<file path="src/logic/pinmux_pkg.sv">
// Peripheral register map definitions
`default_nettype none

package pinmux_pkg;

   // --------------------------------------------------------------------
   // Bus widths
   // --------------------------------------------------------------------
   localparam int ADDR_W    = 9;
   localparam int DATA_W    = 32;
   localparam int BE_W      = 4;

   // Block select lives in addr[8:6]
   localparam int BLK_SEL_W = 3;
   localparam logic [BLK_SEL_W-1:0] SEL_GPIO  = 3'b001;
   localparam logic [BLK_SEL_W-1:0] SEL_PWM   = 3'b010;
   localparam logic [BLK_SEL_W-1:0] SEL_TIMER = 3'b011;

   // Word offset inside a block, addr[5:2]
   localparam int OFS_W = 4;

   // --------------------------------------------------------------------
   // Register offsets and field widths
   // --------------------------------------------------------------------
   localparam logic [OFS_W-1:0] GPIO_OFS_DIR  = 4'd0;
   localparam logic [OFS_W-1:0] GPIO_OFS_OUT  = 4'd1;
   localparam logic [OFS_W-1:0] GPIO_OFS_IN   = 4'd2;
   localparam logic [OFS_W-1:0] GPIO_OFS_FUNC = 4'd3;

   // Timer i config at offset i, status above them
   localparam logic [OFS_W-1:0] TMR_OFS_STATUS = 4'd4;

   localparam int PWM_CNT_W = 8;
   localparam int TMR_CNT_W = 16;

   // Byte lane merge for partial writes
   function automatic logic [DATA_W-1:0] apply_be(input logic [DATA_W-1:0] old_v,
                                                  input logic [DATA_W-1:0] new_v,
                                                  input logic [BE_W-1:0]   be);
      logic [DATA_W-1:0] res;
      for (int b = 0; b < BE_W; b++) begin
         res[8*b +: 8] = be[b] ? new_v[8*b +: 8] : old_v[8*b +: 8];
      end
      return res;
   endfunction

endpackage

`default_nettype wire

</file>
<file path="src/logic/reg_decode.sv">
// Register bus block decoder
`timescale 1ns/1ps
`default_nettype none

module reg_decode (
   input  wire logic                           reg_cs_i,
   input  wire logic [pinmux_pkg::ADDR_W-1:0]  reg_addr_i,
   input  wire logic [pinmux_pkg::DATA_W-1:0]  gpio_rdata_i,
   input  wire logic [pinmux_pkg::DATA_W-1:0]  pwm_rdata_i,
   input  wire logic [pinmux_pkg::DATA_W-1:0]  tmr_rdata_i,
   input  wire logic                           gpio_ack_i,
   input  wire logic                           pwm_ack_i,
   input  wire logic                           tmr_ack_i,
   output logic                                gpio_cs_o,
   output logic                                pwm_cs_o,
   output logic                                tmr_cs_o,
   output logic [pinmux_pkg::DATA_W-1:0]       reg_rdata_o,
   output logic                                reg_ack_o
);
   import pinmux_pkg::*;

   logic [BLK_SEL_W-1:0] blk_sel;

   // Top address bits pick the block
   assign blk_sel = reg_addr_i[ADDR_W-1 -: BLK_SEL_W];

   // --------------------------------------------------------------------
   // Chip select steering
   // --------------------------------------------------------------------
   assign gpio_cs_o = reg_cs_i & (blk_sel == SEL_GPIO);
   assign pwm_cs_o  = reg_cs_i & (blk_sel == SEL_PWM);
   assign tmr_cs_o  = reg_cs_i & (blk_sel == SEL_TIMER);

   // --------------------------------------------------------------------
   // Return path
   // --------------------------------------------------------------------
   always_comb begin
      case (blk_sel)
         SEL_GPIO: begin
            reg_rdata_o = gpio_rdata_i;
            reg_ack_o   = gpio_ack_i;
         end
         SEL_PWM: begin
            reg_rdata_o = pwm_rdata_i;
            reg_ack_o   = pwm_ack_i;
         end
         SEL_TIMER: begin
            reg_rdata_o = tmr_rdata_i;
            reg_ack_o   = tmr_ack_i;
         end
         // Unmapped space, master times out
         default: begin
            reg_rdata_o = '0;
            reg_ack_o   = 1'b0;
         end
      endcase
   end

endmodule

`default_nettype wire

</file>
<file path="src/logic/tick_gen.sv">
// Slow tick pulse generator
`timescale 1ns/1ps
`default_nettype none

module tick_gen #(
   parameter int TICK_DIV = 50000
) (
   input  wire logic mclk,
   input  wire logic rst_n_i,
   output logic      tick_o
);

   // Guard against a divide of one
   localparam int CNT_W = (TICK_DIV > 1) ? $clog2(TICK_DIV) : 1;
   localparam logic [CNT_W-1:0] CNT_MAX = CNT_W'(TICK_DIV - 1);

   logic [CNT_W-1:0] cnt_q;
   logic             wrap;

   // Last count of the period
   assign wrap = (cnt_q == CNT_MAX);

   // Free running divider
   always_ff @(posedge mclk) begin
      if (!rst_n_i) begin
         cnt_q <= '0;
      end else if (wrap) begin
         cnt_q <= '0;
      end else begin
         cnt_q <= cnt_q + 1'b1;
      end
   end

   // One mclk wide pulse per period
   assign tick_o = wrap;

endmodule

`default_nettype wire

</file>
<file path="src/logic/timer_bank.sv">
// Tick driven down-counting timers
`timescale 1ns/1ps
`default_nettype none

module timer_bank #(
   parameter int NUM_TIMERS = 3
) (
   input  wire logic                          mclk,
   input  wire logic                          rst_n_i,
   input  wire logic                          reg_cs_i,
   input  wire logic                          reg_wr_i,
   input  wire logic [pinmux_pkg::OFS_W-1:0]  reg_ofs_i,
   input  wire logic [pinmux_pkg::DATA_W-1:0] reg_wdata_i,
   input  wire logic [pinmux_pkg::BE_W-1:0]   reg_be_i,
   input  wire logic                          tick_i,
   output logic [pinmux_pkg::DATA_W-1:0]      reg_rdata_o,
   output logic                               reg_ack_o,
   output logic [NUM_TIMERS-1:0]              timer_irq_o
);
   import pinmux_pkg::*;

   logic                                 ack_q;
   logic [DATA_W-1:0]                    rdata_q;
   logic [DATA_W-1:0]                    rdata_d;
   logic                                 wr_en;
   logic [NUM_TIMERS-1:0]                en_q;
   logic [NUM_TIMERS-1:0][TMR_CNT_W-1:0] load_q;
   logic [NUM_TIMERS-1:0][TMR_CNT_W-1:0] cnt_q;
   logic [NUM_TIMERS-1:0][DATA_W-1:0]    cfg_cur;
   logic [NUM_TIMERS-1:0][DATA_W-1:0]    cfg_new;
   logic [NUM_TIMERS-1:0]                cfg_we;
   logic [NUM_TIMERS-1:0]                status_q;
   logic [NUM_TIMERS-1:0]                status_set;
   logic [NUM_TIMERS-1:0]                status_clr;

   // --------------------------------------------------------------------
   // Bus handshake
   // --------------------------------------------------------------------
   // Single write strobe per access
   assign wr_en = reg_cs_i & reg_wr_i & ~ack_q;

   always_ff @(posedge mclk) begin
      if (!rst_n_i) begin
         ack_q <= 1'b0;
      end else begin
         ack_q <= reg_cs_i & ~ack_q;
      end
   end

   // Read data held for the ack cycle
   always_ff @(posedge mclk) begin
      if (reg_cs_i && !ack_q) begin
         rdata_q <= rdata_d;
      end
   end

   assign reg_ack_o   = ack_q;
   assign reg_rdata_o = rdata_q;

   // --------------------------------------------------------------------
   // Config view, write decode and expiry
   // --------------------------------------------------------------------
   always_comb begin
      rdata_d = '0;
      for (int i = 0; i < NUM_TIMERS; i++) begin
         // Enable sits right above the load field
         cfg_cur[i] = '0;
         cfg_cur[i][TMR_CNT_W] = en_q[i];
         cfg_cur[i][TMR_CNT_W-1:0] = load_q[i];
         cfg_new[i] = apply_be(cfg_cur[i], reg_wdata_i, reg_be_i);
         cfg_we[i] = wr_en && (reg_ofs_i == OFS_W'(i));
         // Tick at zero count ends the period
         status_set[i] = en_q[i] && tick_i && !cfg_we[i] && (cnt_q[i] == '0);
         if (reg_ofs_i == OFS_W'(i)) begin
            rdata_d = cfg_cur[i];
         end
      end
      if (reg_ofs_i == TMR_OFS_STATUS) begin
         rdata_d[NUM_TIMERS-1:0] = status_q;
      end
   end

   // Write one to clear, low byte only
   assign status_clr = (wr_en && (reg_ofs_i == TMR_OFS_STATUS) && reg_be_i[0]) ?
                       reg_wdata_i[NUM_TIMERS-1:0] : '0;

   // --------------------------------------------------------------------
   // Counters and sticky status
   // --------------------------------------------------------------------
   always_ff @(posedge mclk) begin
      if (!rst_n_i) begin
         en_q     <= '0;
         load_q   <= '0;
         cnt_q    <= '0;
         status_q <= '0;
      end else begin
         for (int i = 0; i < NUM_TIMERS; i++) begin
            if (cfg_we[i]) begin
               // Config write restarts from the new load
               en_q[i]   <= cfg_new[i][TMR_CNT_W];
               load_q[i] <= cfg_new[i][TMR_CNT_W-1:0];
               cnt_q[i]  <= cfg_new[i][TMR_CNT_W-1:0];
            end else if (en_q[i] && tick_i) begin
               cnt_q[i] <= (cnt_q[i] == '0) ? load_q[i] : cnt_q[i] - 1'b1;
            end
         end
         // New expiry beats a same cycle clear
         status_q <= (status_q & ~status_clr) | status_set;
      end
   end

   assign timer_irq_o = status_q;

endmodule

`default_nettype wire

</file>
<file path="src/logic/pwm_bank.sv">
// Bank of PWM waveform generators
`timescale 1ns/1ps
`default_nettype none

module pwm_bank #(
   parameter int NUM_PWM = 4
) (
   input  wire logic                          mclk,
   input  wire logic                          rst_n_i,
   input  wire logic                          reg_cs_i,
   input  wire logic                          reg_wr_i,
   input  wire logic [pinmux_pkg::OFS_W-1:0]  reg_ofs_i,
   input  wire logic [pinmux_pkg::DATA_W-1:0] reg_wdata_i,
   input  wire logic [pinmux_pkg::BE_W-1:0]   reg_be_i,
   output logic [pinmux_pkg::DATA_W-1:0]      reg_rdata_o,
   output logic                               reg_ack_o,
   output logic [NUM_PWM-1:0]                 pwm_wfm_o
);
   import pinmux_pkg::*;

   // Enable bit after the high and period bytes
   localparam int EN_BIT = 2 * PWM_CNT_W;

   logic                              ack_q;
   logic [DATA_W-1:0]                 rdata_q;
   logic [DATA_W-1:0]                 rdata_d;
   logic                              wr_en;
   logic [NUM_PWM-1:0]                en_q;
   logic [NUM_PWM-1:0][PWM_CNT_W-1:0] high_q;
   logic [NUM_PWM-1:0][PWM_CNT_W-1:0] per_q;
   logic [NUM_PWM-1:0][PWM_CNT_W-1:0] cnt_q;
   logic [NUM_PWM-1:0][DATA_W-1:0]    cfg_cur;
   logic [NUM_PWM-1:0][DATA_W-1:0]    cfg_new;

   // --------------------------------------------------------------------
   // Bus handshake
   // --------------------------------------------------------------------
   assign wr_en = reg_cs_i & reg_wr_i & ~ack_q;

   always_ff @(posedge mclk) begin
      if (!rst_n_i) begin
         ack_q <= 1'b0;
      end else begin
         ack_q <= reg_cs_i & ~ack_q;
      end
   end

   always_ff @(posedge mclk) begin
      if (reg_cs_i && !ack_q) begin
         rdata_q <= rdata_d;
      end
   end

   assign reg_ack_o   = ack_q;
   assign reg_rdata_o = rdata_q;

   // Channel config as seen on the bus
   always_comb begin
      rdata_d = '0;
      for (int i = 0; i < NUM_PWM; i++) begin
         cfg_cur[i] = '0;
         cfg_cur[i][EN_BIT] = en_q[i];
         cfg_cur[i][EN_BIT-1:PWM_CNT_W] = per_q[i];
         cfg_cur[i][PWM_CNT_W-1:0] = high_q[i];
         cfg_new[i] = apply_be(cfg_cur[i], reg_wdata_i, reg_be_i);
         if (reg_ofs_i == OFS_W'(i)) begin
            rdata_d = cfg_cur[i];
         end
      end
   end

   // --------------------------------------------------------------------
   // Config registers and channel counters
   // --------------------------------------------------------------------
   always_ff @(posedge mclk) begin
      if (!rst_n_i) begin
         en_q   <= '0;
         high_q <= '0;
         per_q  <= '0;
         cnt_q  <= '0;
      end else begin
         for (int i = 0; i < NUM_PWM; i++) begin
            if (wr_en && (reg_ofs_i == OFS_W'(i))) begin
               en_q[i]   <= cfg_new[i][EN_BIT];
               per_q[i]  <= cfg_new[i][EN_BIT-1:PWM_CNT_W];
               high_q[i] <= cfg_new[i][PWM_CNT_W-1:0];
            end
            // Idle channel parks at zero
            if (!en_q[i]) begin
               cnt_q[i] <= '0;
            end else if (cnt_q[i] >= per_q[i]) begin
               cnt_q[i] <= '0;
            end else begin
               cnt_q[i] <= cnt_q[i] + 1'b1;
            end
         end
      end
   end

   // High for the first H counts of each period
   always_comb begin
      for (int i = 0; i < NUM_PWM; i++) begin
         pwm_wfm_o[i] = en_q[i] && (cnt_q[i] < high_q[i]);
      end
   end

endmodule

`default_nettype wire

</file>
<file path="src/logic/gpio_pinmux.sv">
// GPIO registers and pad multiplexer
`timescale 1ns/1ps
`default_nettype none

module gpio_pinmux #(
   parameter int NUM_PADS = 16,
   parameter int NUM_PWM  = 4
) (
   input  wire logic                          mclk,
   input  wire logic                          rst_n_i,
   input  wire logic                          reg_cs_i,
   input  wire logic                          reg_wr_i,
   input  wire logic [pinmux_pkg::OFS_W-1:0]  reg_ofs_i,
   input  wire logic [pinmux_pkg::DATA_W-1:0] reg_wdata_i,
   input  wire logic [pinmux_pkg::BE_W-1:0]   reg_be_i,
   input  wire logic [NUM_PWM-1:0]            pwm_wfm_i,
   input  wire logic [NUM_PADS-1:0]           pad_in_i,
   output logic [pinmux_pkg::DATA_W-1:0]      reg_rdata_o,
   output logic                               reg_ack_o,
   output logic [NUM_PADS-1:0]                pad_out_o,
   output logic [NUM_PADS-1:0]                pad_oen_o
);
   import pinmux_pkg::*;

   logic                ack_q;
   logic [DATA_W-1:0]   rdata_q;
   logic [DATA_W-1:0]   rdata_d;
   logic                wr_en;
   logic [DATA_W-1:0]   dir_new;
   logic [DATA_W-1:0]   out_new;
   logic [DATA_W-1:0]   func_new;
   logic [NUM_PADS-1:0] dir_q;
   logic [NUM_PADS-1:0] out_q;
   logic [NUM_PWM-1:0]  func_q;
   logic [NUM_PADS-1:0] in_meta_q;
   logic [NUM_PADS-1:0] in_sync_q;
   logic [NUM_PADS-1:0] func_pad;
   logic [NUM_PADS-1:0] pwm_pad;

   // --------------------------------------------------------------------
   // Bus handshake and register file
   // --------------------------------------------------------------------
   assign wr_en = reg_cs_i & reg_wr_i & ~ack_q;

   always_ff @(posedge mclk) begin
      if (!rst_n_i) begin
         ack_q <= 1'b0;
      end else begin
         ack_q <= reg_cs_i & ~ack_q;
      end
   end

   always_ff @(posedge mclk) begin
      if (reg_cs_i && !ack_q) begin
         rdata_q <= rdata_d;
      end
   end

   assign reg_ack_o   = ack_q;
   assign reg_rdata_o = rdata_q;

   // Narrow registers widen with zeros
   assign dir_new  = apply_be(DATA_W'(dir_q), reg_wdata_i, reg_be_i);
   assign out_new  = apply_be(DATA_W'(out_q), reg_wdata_i, reg_be_i);
   assign func_new = apply_be(DATA_W'(func_q), reg_wdata_i, reg_be_i);

   always_ff @(posedge mclk) begin
      if (!rst_n_i) begin
         dir_q  <= '0;
         out_q  <= '0;
         func_q <= '0;
      end else if (wr_en) begin
         case (reg_ofs_i)
            GPIO_OFS_DIR:  dir_q  <= dir_new[NUM_PADS-1:0];
            GPIO_OFS_OUT:  out_q  <= out_new[NUM_PADS-1:0];
            GPIO_OFS_FUNC: func_q <= func_new[NUM_PWM-1:0];
            default:       ;
         endcase
      end
   end

   // Two flop input synchronizer
   always_ff @(posedge mclk) begin
      in_meta_q <= pad_in_i;
      in_sync_q <= in_meta_q;
   end

   always_comb begin
      rdata_d = '0;
      case (reg_ofs_i)
         GPIO_OFS_DIR:  rdata_d[NUM_PADS-1:0] = dir_q;
         GPIO_OFS_OUT:  rdata_d[NUM_PADS-1:0] = out_q;
         GPIO_OFS_IN:   rdata_d[NUM_PADS-1:0] = in_sync_q;
         GPIO_OFS_FUNC: rdata_d[NUM_PWM-1:0]  = func_q;
         default:       rdata_d = '0;
      endcase
   end

   // --------------------------------------------------------------------
   // Pad multiplexer
   // --------------------------------------------------------------------
   // PWM channels map onto the low pads
   always_comb begin
      func_pad = '0;
      pwm_pad  = '0;
      func_pad[NUM_PWM-1:0] = func_q;
      pwm_pad[NUM_PWM-1:0]  = pwm_wfm_i;
   end

   // Registered pad drive, oen active low
   always_ff @(posedge mclk) begin
      if (!rst_n_i) begin
         pad_out_o <= '0;
         pad_oen_o <= '1;
      end else begin
         pad_out_o <= (func_pad & pwm_pad) | (~func_pad & out_q);
         pad_oen_o <= ~(func_pad | dir_q);
      end
   end

endmodule

`default_nettype wire

</file>
<file path="src/logic/pinmux_top.sv">
// Peripheral block top level
`timescale 1ns/1ps
`default_nettype none

module pinmux_top #(
   parameter int NUM_PADS   = 16,
   parameter int NUM_PWM    = 4,
   parameter int NUM_TIMERS = 3,
   parameter int TICK_DIV   = 50000
) (
   input  wire logic                          mclk,
   input  wire logic                          rst_n_i,
   input  wire logic                          reg_cs_i,
   input  wire logic                          reg_wr_i,
   input  wire logic [pinmux_pkg::ADDR_W-1:0] reg_addr_i,
   input  wire logic [pinmux_pkg::DATA_W-1:0] reg_wdata_i,
   input  wire logic [pinmux_pkg::BE_W-1:0]   reg_be_i,
   input  wire logic [NUM_PADS-1:0]           pad_in_i,
   output logic [pinmux_pkg::DATA_W-1:0]      reg_rdata_o,
   output logic                               reg_ack_o,
   output logic [NUM_PADS-1:0]                pad_out_o,
   output logic [NUM_PADS-1:0]                pad_oen_o,
   output logic [NUM_TIMERS-1:0]              timer_irq_o
);
   import pinmux_pkg::*;

   logic [OFS_W-1:0]   reg_ofs;
   logic               gpio_cs;
   logic               pwm_cs;
   logic               tmr_cs;
   logic [DATA_W-1:0]  gpio_rdata;
   logic [DATA_W-1:0]  pwm_rdata;
   logic [DATA_W-1:0]  tmr_rdata;
   logic               gpio_ack;
   logic               pwm_ack;
   logic               tmr_ack;
   logic               tick;
   logic [NUM_PWM-1:0] pwm_wfm;

   // Word offset, addr[5:2]
   assign reg_ofs = reg_addr_i[OFS_W+1:2];

   // --------------------------------------------------------------------
   // Decoder and tick
   // --------------------------------------------------------------------
   reg_decode u_decode (
      .reg_cs_i     (reg_cs_i),
      .reg_addr_i   (reg_addr_i),
      .gpio_rdata_i (gpio_rdata),
      .pwm_rdata_i  (pwm_rdata),
      .tmr_rdata_i  (tmr_rdata),
      .gpio_ack_i   (gpio_ack),
      .pwm_ack_i    (pwm_ack),
      .tmr_ack_i    (tmr_ack),
      .gpio_cs_o    (gpio_cs),
      .pwm_cs_o     (pwm_cs),
      .tmr_cs_o     (tmr_cs),
      .reg_rdata_o  (reg_rdata_o),
      .reg_ack_o    (reg_ack_o)
   );

   tick_gen #(.TICK_DIV(TICK_DIV)) u_tick (
      .mclk    (mclk),
      .rst_n_i (rst_n_i),
      .tick_o  (tick)
   );

   // --------------------------------------------------------------------
   // Peripheral blocks
   // --------------------------------------------------------------------
   timer_bank #(.NUM_TIMERS(NUM_TIMERS)) u_timer (
      .mclk        (mclk),
      .rst_n_i     (rst_n_i),
      .reg_cs_i    (tmr_cs),
      .reg_wr_i    (reg_wr_i),
      .reg_ofs_i   (reg_ofs),
      .reg_wdata_i (reg_wdata_i),
      .reg_be_i    (reg_be_i),
      .tick_i      (tick),
      .reg_rdata_o (tmr_rdata),
      .reg_ack_o   (tmr_ack),
      .timer_irq_o (timer_irq_o)
   );

   pwm_bank #(.NUM_PWM(NUM_PWM)) u_pwm (
      .mclk        (mclk),
      .rst_n_i     (rst_n_i),
      .reg_cs_i    (pwm_cs),
      .reg_wr_i    (reg_wr_i),
      .reg_ofs_i   (reg_ofs),
      .reg_wdata_i (reg_wdata_i),
      .reg_be_i    (reg_be_i),
      .reg_rdata_o (pwm_rdata),
      .reg_ack_o   (pwm_ack),
      .pwm_wfm_o   (pwm_wfm)
   );

   // Owns the pads, PWM routed in here
   gpio_pinmux #(
      .NUM_PADS (NUM_PADS),
      .NUM_PWM  (NUM_PWM)
   ) u_gpio (
      .mclk        (mclk),
      .rst_n_i     (rst_n_i),
      .reg_cs_i    (gpio_cs),
      .reg_wr_i    (reg_wr_i),
      .reg_ofs_i   (reg_ofs),
      .reg_wdata_i (reg_wdata_i),
      .reg_be_i    (reg_be_i),
      .pwm_wfm_i   (pwm_wfm),
      .pad_in_i    (pad_in_i),
      .reg_rdata_o (gpio_rdata),
      .reg_ack_o   (gpio_ack),
      .pad_out_o   (pad_out_o),
      .pad_oen_o   (pad_oen_o)
   );

endmodule

`default_nettype wire

</file>
<file path="config.mk">
export PLATFORM = sky130hd
export DESIGN_NAME = pinmux_top
export DESIGN_NICKNAME = d
export VERILOG_FILES = /design/src/logic/pinmux_pkg.sv /design/src/logic/reg_decode.sv /design/src/logic/tick_gen.sv /design/src/logic/timer_bank.sv /design/src/logic/pwm_bank.sv /design/src/logic/gpio_pinmux.sv /design/src/logic/pinmux_top.sv
export SDC_FILE = /design/constraint.sdc
export NUM_CORES = 1
export LEC_CHECK = 0
export BUFFER_PORTS_ARGS = -buffer_cell sky130_fd_sc_hd__buf_2
export CAP_MARGIN = 20
export CORE_ASPECT_RATIO = 1.4
export CORE_MARGIN = 2
export CORE_UTILIZATION = 40
export CTS_BUF_LIST = sky130_fd_sc_hd__clkbuf_4 sky130_fd_sc_hd__clkbuf_8
export DETAILED_ROUTE_END_ITERATION = 12
export GPL_TIMING_DRIVEN = 0
export HOLD_SLACK_MARGIN = 0.12
export MAX_ROUTING_LAYER = met4
export PLACE_DENSITY = 0.65
export SLEW_MARGIN = 20
export SYNTH_ARGS = -nofsm -noshare
export SYNTH_HDL_FRONTEND = slang
export SYNTH_SLANG_ARGS = --single-unit
</file>
<file path="constraint.sdc">
create_clock -name mclk -period 8.19 [get_ports mclk]
set_clock_uncertainty 0.05 [all_clocks]
set_input_delay 1.638 -clock mclk [delete_from_list [all_inputs] [get_ports mclk]]
set_output_delay 1.638 -clock mclk [all_outputs]
set_load 0.02 [all_outputs]
</file>
### Yosys cells after proc, flatten, opt, wreduce, memory -nomap -nowiden

Index checks and enable logic that the tools add are counted.

* output and inout port bits: 68
* bits in registers: 401
* input bits: 65
* logic and storage cells: 190

* mux-type cells: 28
* eq/ne operators: 8
* reduce and logical (&&, ||, !) cells: 65
* $add $sub $neg: 8
* bitwise operators: 29
* order comparisons: 8

Operator list (number)
* $mux W16: 9
* $mux W17: 7
* $pmux W32 S3: 1
* $logic_not A16 Y1: 3
* $mux W8: 6
* $sub A16 B1 Y16 const B: 3
* $pmux W12 S3: 1
* $add A8 B1 Y8 const B: 4
* $ge A8 B8 Y1: 4
* $lt A8 B8 Y1: 4
* $reduce_and A2 Y1: 15
* $logic_and A1 B1 Y1: 25
* $add A16 B1 Y16 const B: 1
* $and A16 B16 Y16: 1
* $eq A16 B16 Y1 const B: 1
* $not A16 Y16: 1
* $not A4 Y16: 1
* $or A16 B16 Y16: 1
* $or A4 B16 Y16: 1
* $pmux W4 S4: 1
* $reduce_and A3 Y1: 5
* $reduce_or A3 Y1: 5
* $and A1 B1 Y1: 12
* $eq A4 B2 Y1 const B: 2
* 15 further kinds: 32

### Depth between registers and ports, before layout

* word-level depth: 10
* mapped depth: 10
* gate-level depth less buffers: 8

### Cells and area by module

Synthesis repeated with hierarchy kept, for this count alone.

* cell total of the unflattened synthesis: 2057
* area, all modules: 19388.6 µm²

Modules (own cells, without submodules)
* timer_bank: times used 1, seq. area each 2572.5 µm², cells each 809, area an instance 6966.7 µm²
* pwm_bank: times used 1, seq. area each 2532.4 µm², cells each 717, area an instance 6608.8 µm²
* gpio_pinmux: times used 1, seq. area each 2502.4 µm², cells each 330, area an instance 3997.6 µm²
* reg_decode: times used 1, seq. area each 0.0 µm², cells each 122, area an instance 1026.0 µm²
* tick_gen: times used 1, seq. area each 320.3 µm², cells each 79, area an instance 789.5 µm²

### Least setup slack after synthesis

Ideal clock, no wire load.

* kind: input-to-output
* start point: input reg_addr_i[6] in the netlist's numbering
* end point: output reg_rdata_o[16] in the netlist's numbering
* cell stages on the path: 4
* buffers on the path: 2
* data arrival time: 2988 ps
* data required time: 6502 ps
* setup slack: 3514 ps
* path through: clkbuf_1 buf_1 mux2i_1 nor3b_1

* word-level cells in the longest chain between the ends: 2
* elaborated cells between the ends (all ways): 4
* those cells by class: 3 x eq/ne; 1 x mux

RTL lines
* start: declaration: line pinmux_top.sv:15 `input wire logic [pinmux_pkg::ADDR_W-1:0] reg_addr_i,`
* $eq A3 B2 Y1 or $eq A3 B1 Y1 (tied branches): line reg_decode.sv:38 `case (blk_sel)`
* $pmux W32 S3 (*): line reg_decode.sv:38
* end: declaration: line pinmux_top.sv:19 `output logic [pinmux_pkg::DATA_W-1:0] reg_rdata_o,`

Mark *: on every way between the ends. The rest lies on a longest branch, timed or not.

### Worst setup path in the final report

* start point: input reg_addr_i[6] in the netlist's numbering
* end point: output reg_rdata_o[6] in the netlist's numbering

Same word-level chain as after synthesis.

==> flow_summary.ini <==
[sta]
fin_ws_ns = 2.95
tightestPinTransition_ns = 1.18
slew_headroom = 0.216
timing.final.crit_share = 0.640
final-hold-violation-count = 0
slew_violations = 0
clock.fmax_mhz = 191
rsz0062_at_grt = no
min_period_ns = 5.24
setup_violations = 0
tns_ns = 0

[yosys]
synth-edff-count = 50
ys_types = 67
yosysTopAreaCell = dfxtp_1
ys_seq_area_frac = 0.438
netlist_top_cells_area = dfxtp_1 35%, edfxtp_1 8.3%, ha_1 4.9%, mux2i_1 4.8%, a21boi_0 4.4%
ys_warn_count = 0
synthCells = 2035
synth_area_per_cell_um2 = 8.90
synth_top_area_share = 0.355
synth-async-reset-ratio = 0
synth-seq-cells = 371
yosys-top-cells-count = 321 x dfxtp_1, 203 x nand2_1, 142 x nand3_1, 137 x inv_1, 117 x clkbuf_1
synth_ff_type = dfxtp_1
syn_area_um2 = 18100
yosysMostFrequentCell = dfxtp_1

[global_routing]
grt_pass1_vias = 16209
grt_first_pass_wirelength_um = 98200
grt_max_degree = 19
antenna_found_initial = 6
grt.total_usage = 0.283
overflow = 0

[setup_path]
crit_type = in2out
r2r_end = u_timer.cnt_q[3]$_SDFFE_PN0P_
r2r-start = u_tick.cnt_q[4]$_SDFF_PP0_
critPathLaunch = reg_addr_i[6]
reg2reg_depth = 6
worstPathMaxFanout = 10
cp-end-kind = output port
arrival_ns = 3.55
reg2reg_slack_ns = 5.31
start_kind = input pin
critPathRequiredTime_ns = 6.50

[floorplan]
rows = 92
start_util = 0.403
die_area_um2 = 47000
die_w_um = 184
top_level_ports = 133
core_um2 = 44900
die_y_um = 256

[final_layout]
fillCellCount = 4401
final_core_util = 0.462
nNetsFinal = 2338
multi_input_area_um2 = 9150
regArea_um2 = 7930
syn_to_final_growth_pct = 14.6
layout-drive-gt1-share = 0.125

[clock_network]
cts.sinks = 371
cts_hold_buffers = 0
clkSlewWorstSetupHoldPaths_ns = 0.06
root_buffer = clkbuf_8
cts_setup_buffers = 0
cts_buffers = 60
cts_resized = 0
cts_buffer_depth = 3
cts_max_level = 2
clock_latency_ns = 0.71
cts_tree = yes

[job]
cap_viol_max_count = 0

[detailed_routing]
routed_wl_um = 65400
dr.pass1.iters = 8
drt_iter0_markers = 1469
ant_nets = 0
drc = 0
vias_per_cell = 5.84
vias = 16486
avgRoutedWirePerCell_um = 23.2

[status]
outcome = complete, no violations

[place]
dp_slack_ns = 2.93
hpwl_um = 48500
io_buffers = 90
gp_congestion = 0.987

[pwr]
p_per_area_nw_per_um2 = 191
leakagePower_nw = 7.81
vdd_ir_drop_max_v = 0.000126

[min_path]
min_from = u_gpio.in_meta_q[12]$_DFF_P_
min_path_cells = 0
min_path_type = reg2reg
worstHoldEndpoint = u_gpio.in_sync_q[12]$_DFF_P_
how the worst max path moves through the flow:
stage,to,slack (ns),cells past startpoint
6_report,reg_rdata_o[6],2.95,7
5_1_grt,reg_rdata_o[11],2.80,7
4_1_cts,reg_rdata_o[6],2.94,7
3_5_place_dp,reg_rdata_o[6],2.93,7
3_3_place_gp,u_gpio.dir_q[6]$_SDFFE_PN0P_,2.98,8
2_1_floorplan,reg_rdata_o[16],3.51,4
placed cells by master (no fill, tap or decap), drive strengths merged, types with 21 or more instances in the layout:
cell / n
a22oi: 21
inv: 140
o22ai: 21
mux2: 38
a211oi: 23
xor2: 29
nand3: 142
nand2: 204
nor2b: 60
mux2i: 87
nor3: 32
ha: 71
a21oi: 83
a21boi: 109
nor2: 117
a222oi: 29
edfxtp: 50
dfxtp: 321
o21ai: 98
clkbuf: 198
buf: 116
worst max-delay path, stage by stage:
cell      delay (ns)
buf_2           0.12
clkbuf_1        0.44
buf_1           0.51
mux2_2          0.42
a22oi_1         0.15
nor2_1          0.08
buf_2           0.18
state kept, by name, summed over array words and instances (netlist names), 17 cells and up:
| name | count |
|---|---|
| u_pwm.cfg_cur | 64 |
| u_pwm.cnt_q | 32 |
| u_pwm.reg_rdata_o | 17 |
| u_timer.cfg_cur | 48 |
| u_timer.cnt_q | 48 |
| u_timer.reg_rdata_o | 17 |
power breakdown:
part | internal (W) | switching (W) | total [W]
clock network | 0.00104 | 0.000824 | 0.00187
logic | 0.0000666 | 0.000166 | 0.000233
registers | 0.00186 | 0.00000719 | 0.00186
layout make-up:
class | count | area share
Sequential cell | 371 | 0.382
Antenna cell | 6 | 0.000723
Inverter | 137 | 0.0248
Clock buffer | 81 | 0.0492
Tap cell | 564 | 0.0340
Clock inverter | 32 | 0.0174
Timing Repair Buffer | 91 | 0.0222
Buffer | 142 | 0.0291
Multi-Input combinational cell | 1399 | 0.441
per-layer routing:
layer	GRT usage	routed length [um]	part of all wire	up-vias
met5	-	0	0	-
met1	0.318	24500	0.38	7934
met4	0.177	4650	0.071	0
met3	0.0571	5050	0.077	229
met2	0.460	31200	0.48	784
li1	-	-	-	7539
logic make-up (layout without fill, tap and decap cells):
family / count (synthesis) / after routing / share of synthesized area
AND/OR/NAND/NOR: 666 / 666 / 0.180
AO/OA/AOI/OAI: 481 / 481 / 0.180
flip-flops: 371 / 371 / 0.438
buffers and inverters: 279 / 483 / 0.0617
multiplexers: 125 / 125 / 0.0717
adder cells (fa/ha/maj): 71 / 71 / 0.0490
XOR/XNOR: 41 / 41 / 0.0198
other: 1 / 21 / 0.000207
through the flow:
stage / instances / hold slack [ns] / cell area, um2 / power [W]
detailed placement: 2704 / 0.263 / 19400 / 0.00213
global placement: 2703 / 0.266 / 19300 / 0.00213
CTS: 2817 / 0.273 / 20700 / 0.00398
floorplan: 2049 / 0.260 / 18200 / 0.00203
global route: 2823 / 0.281 / 20800 / 0.00408
finish: 2823 / 0.274 / 20800 / 0.00396
No activity file was read; power rests on OpenSTA's default activity.
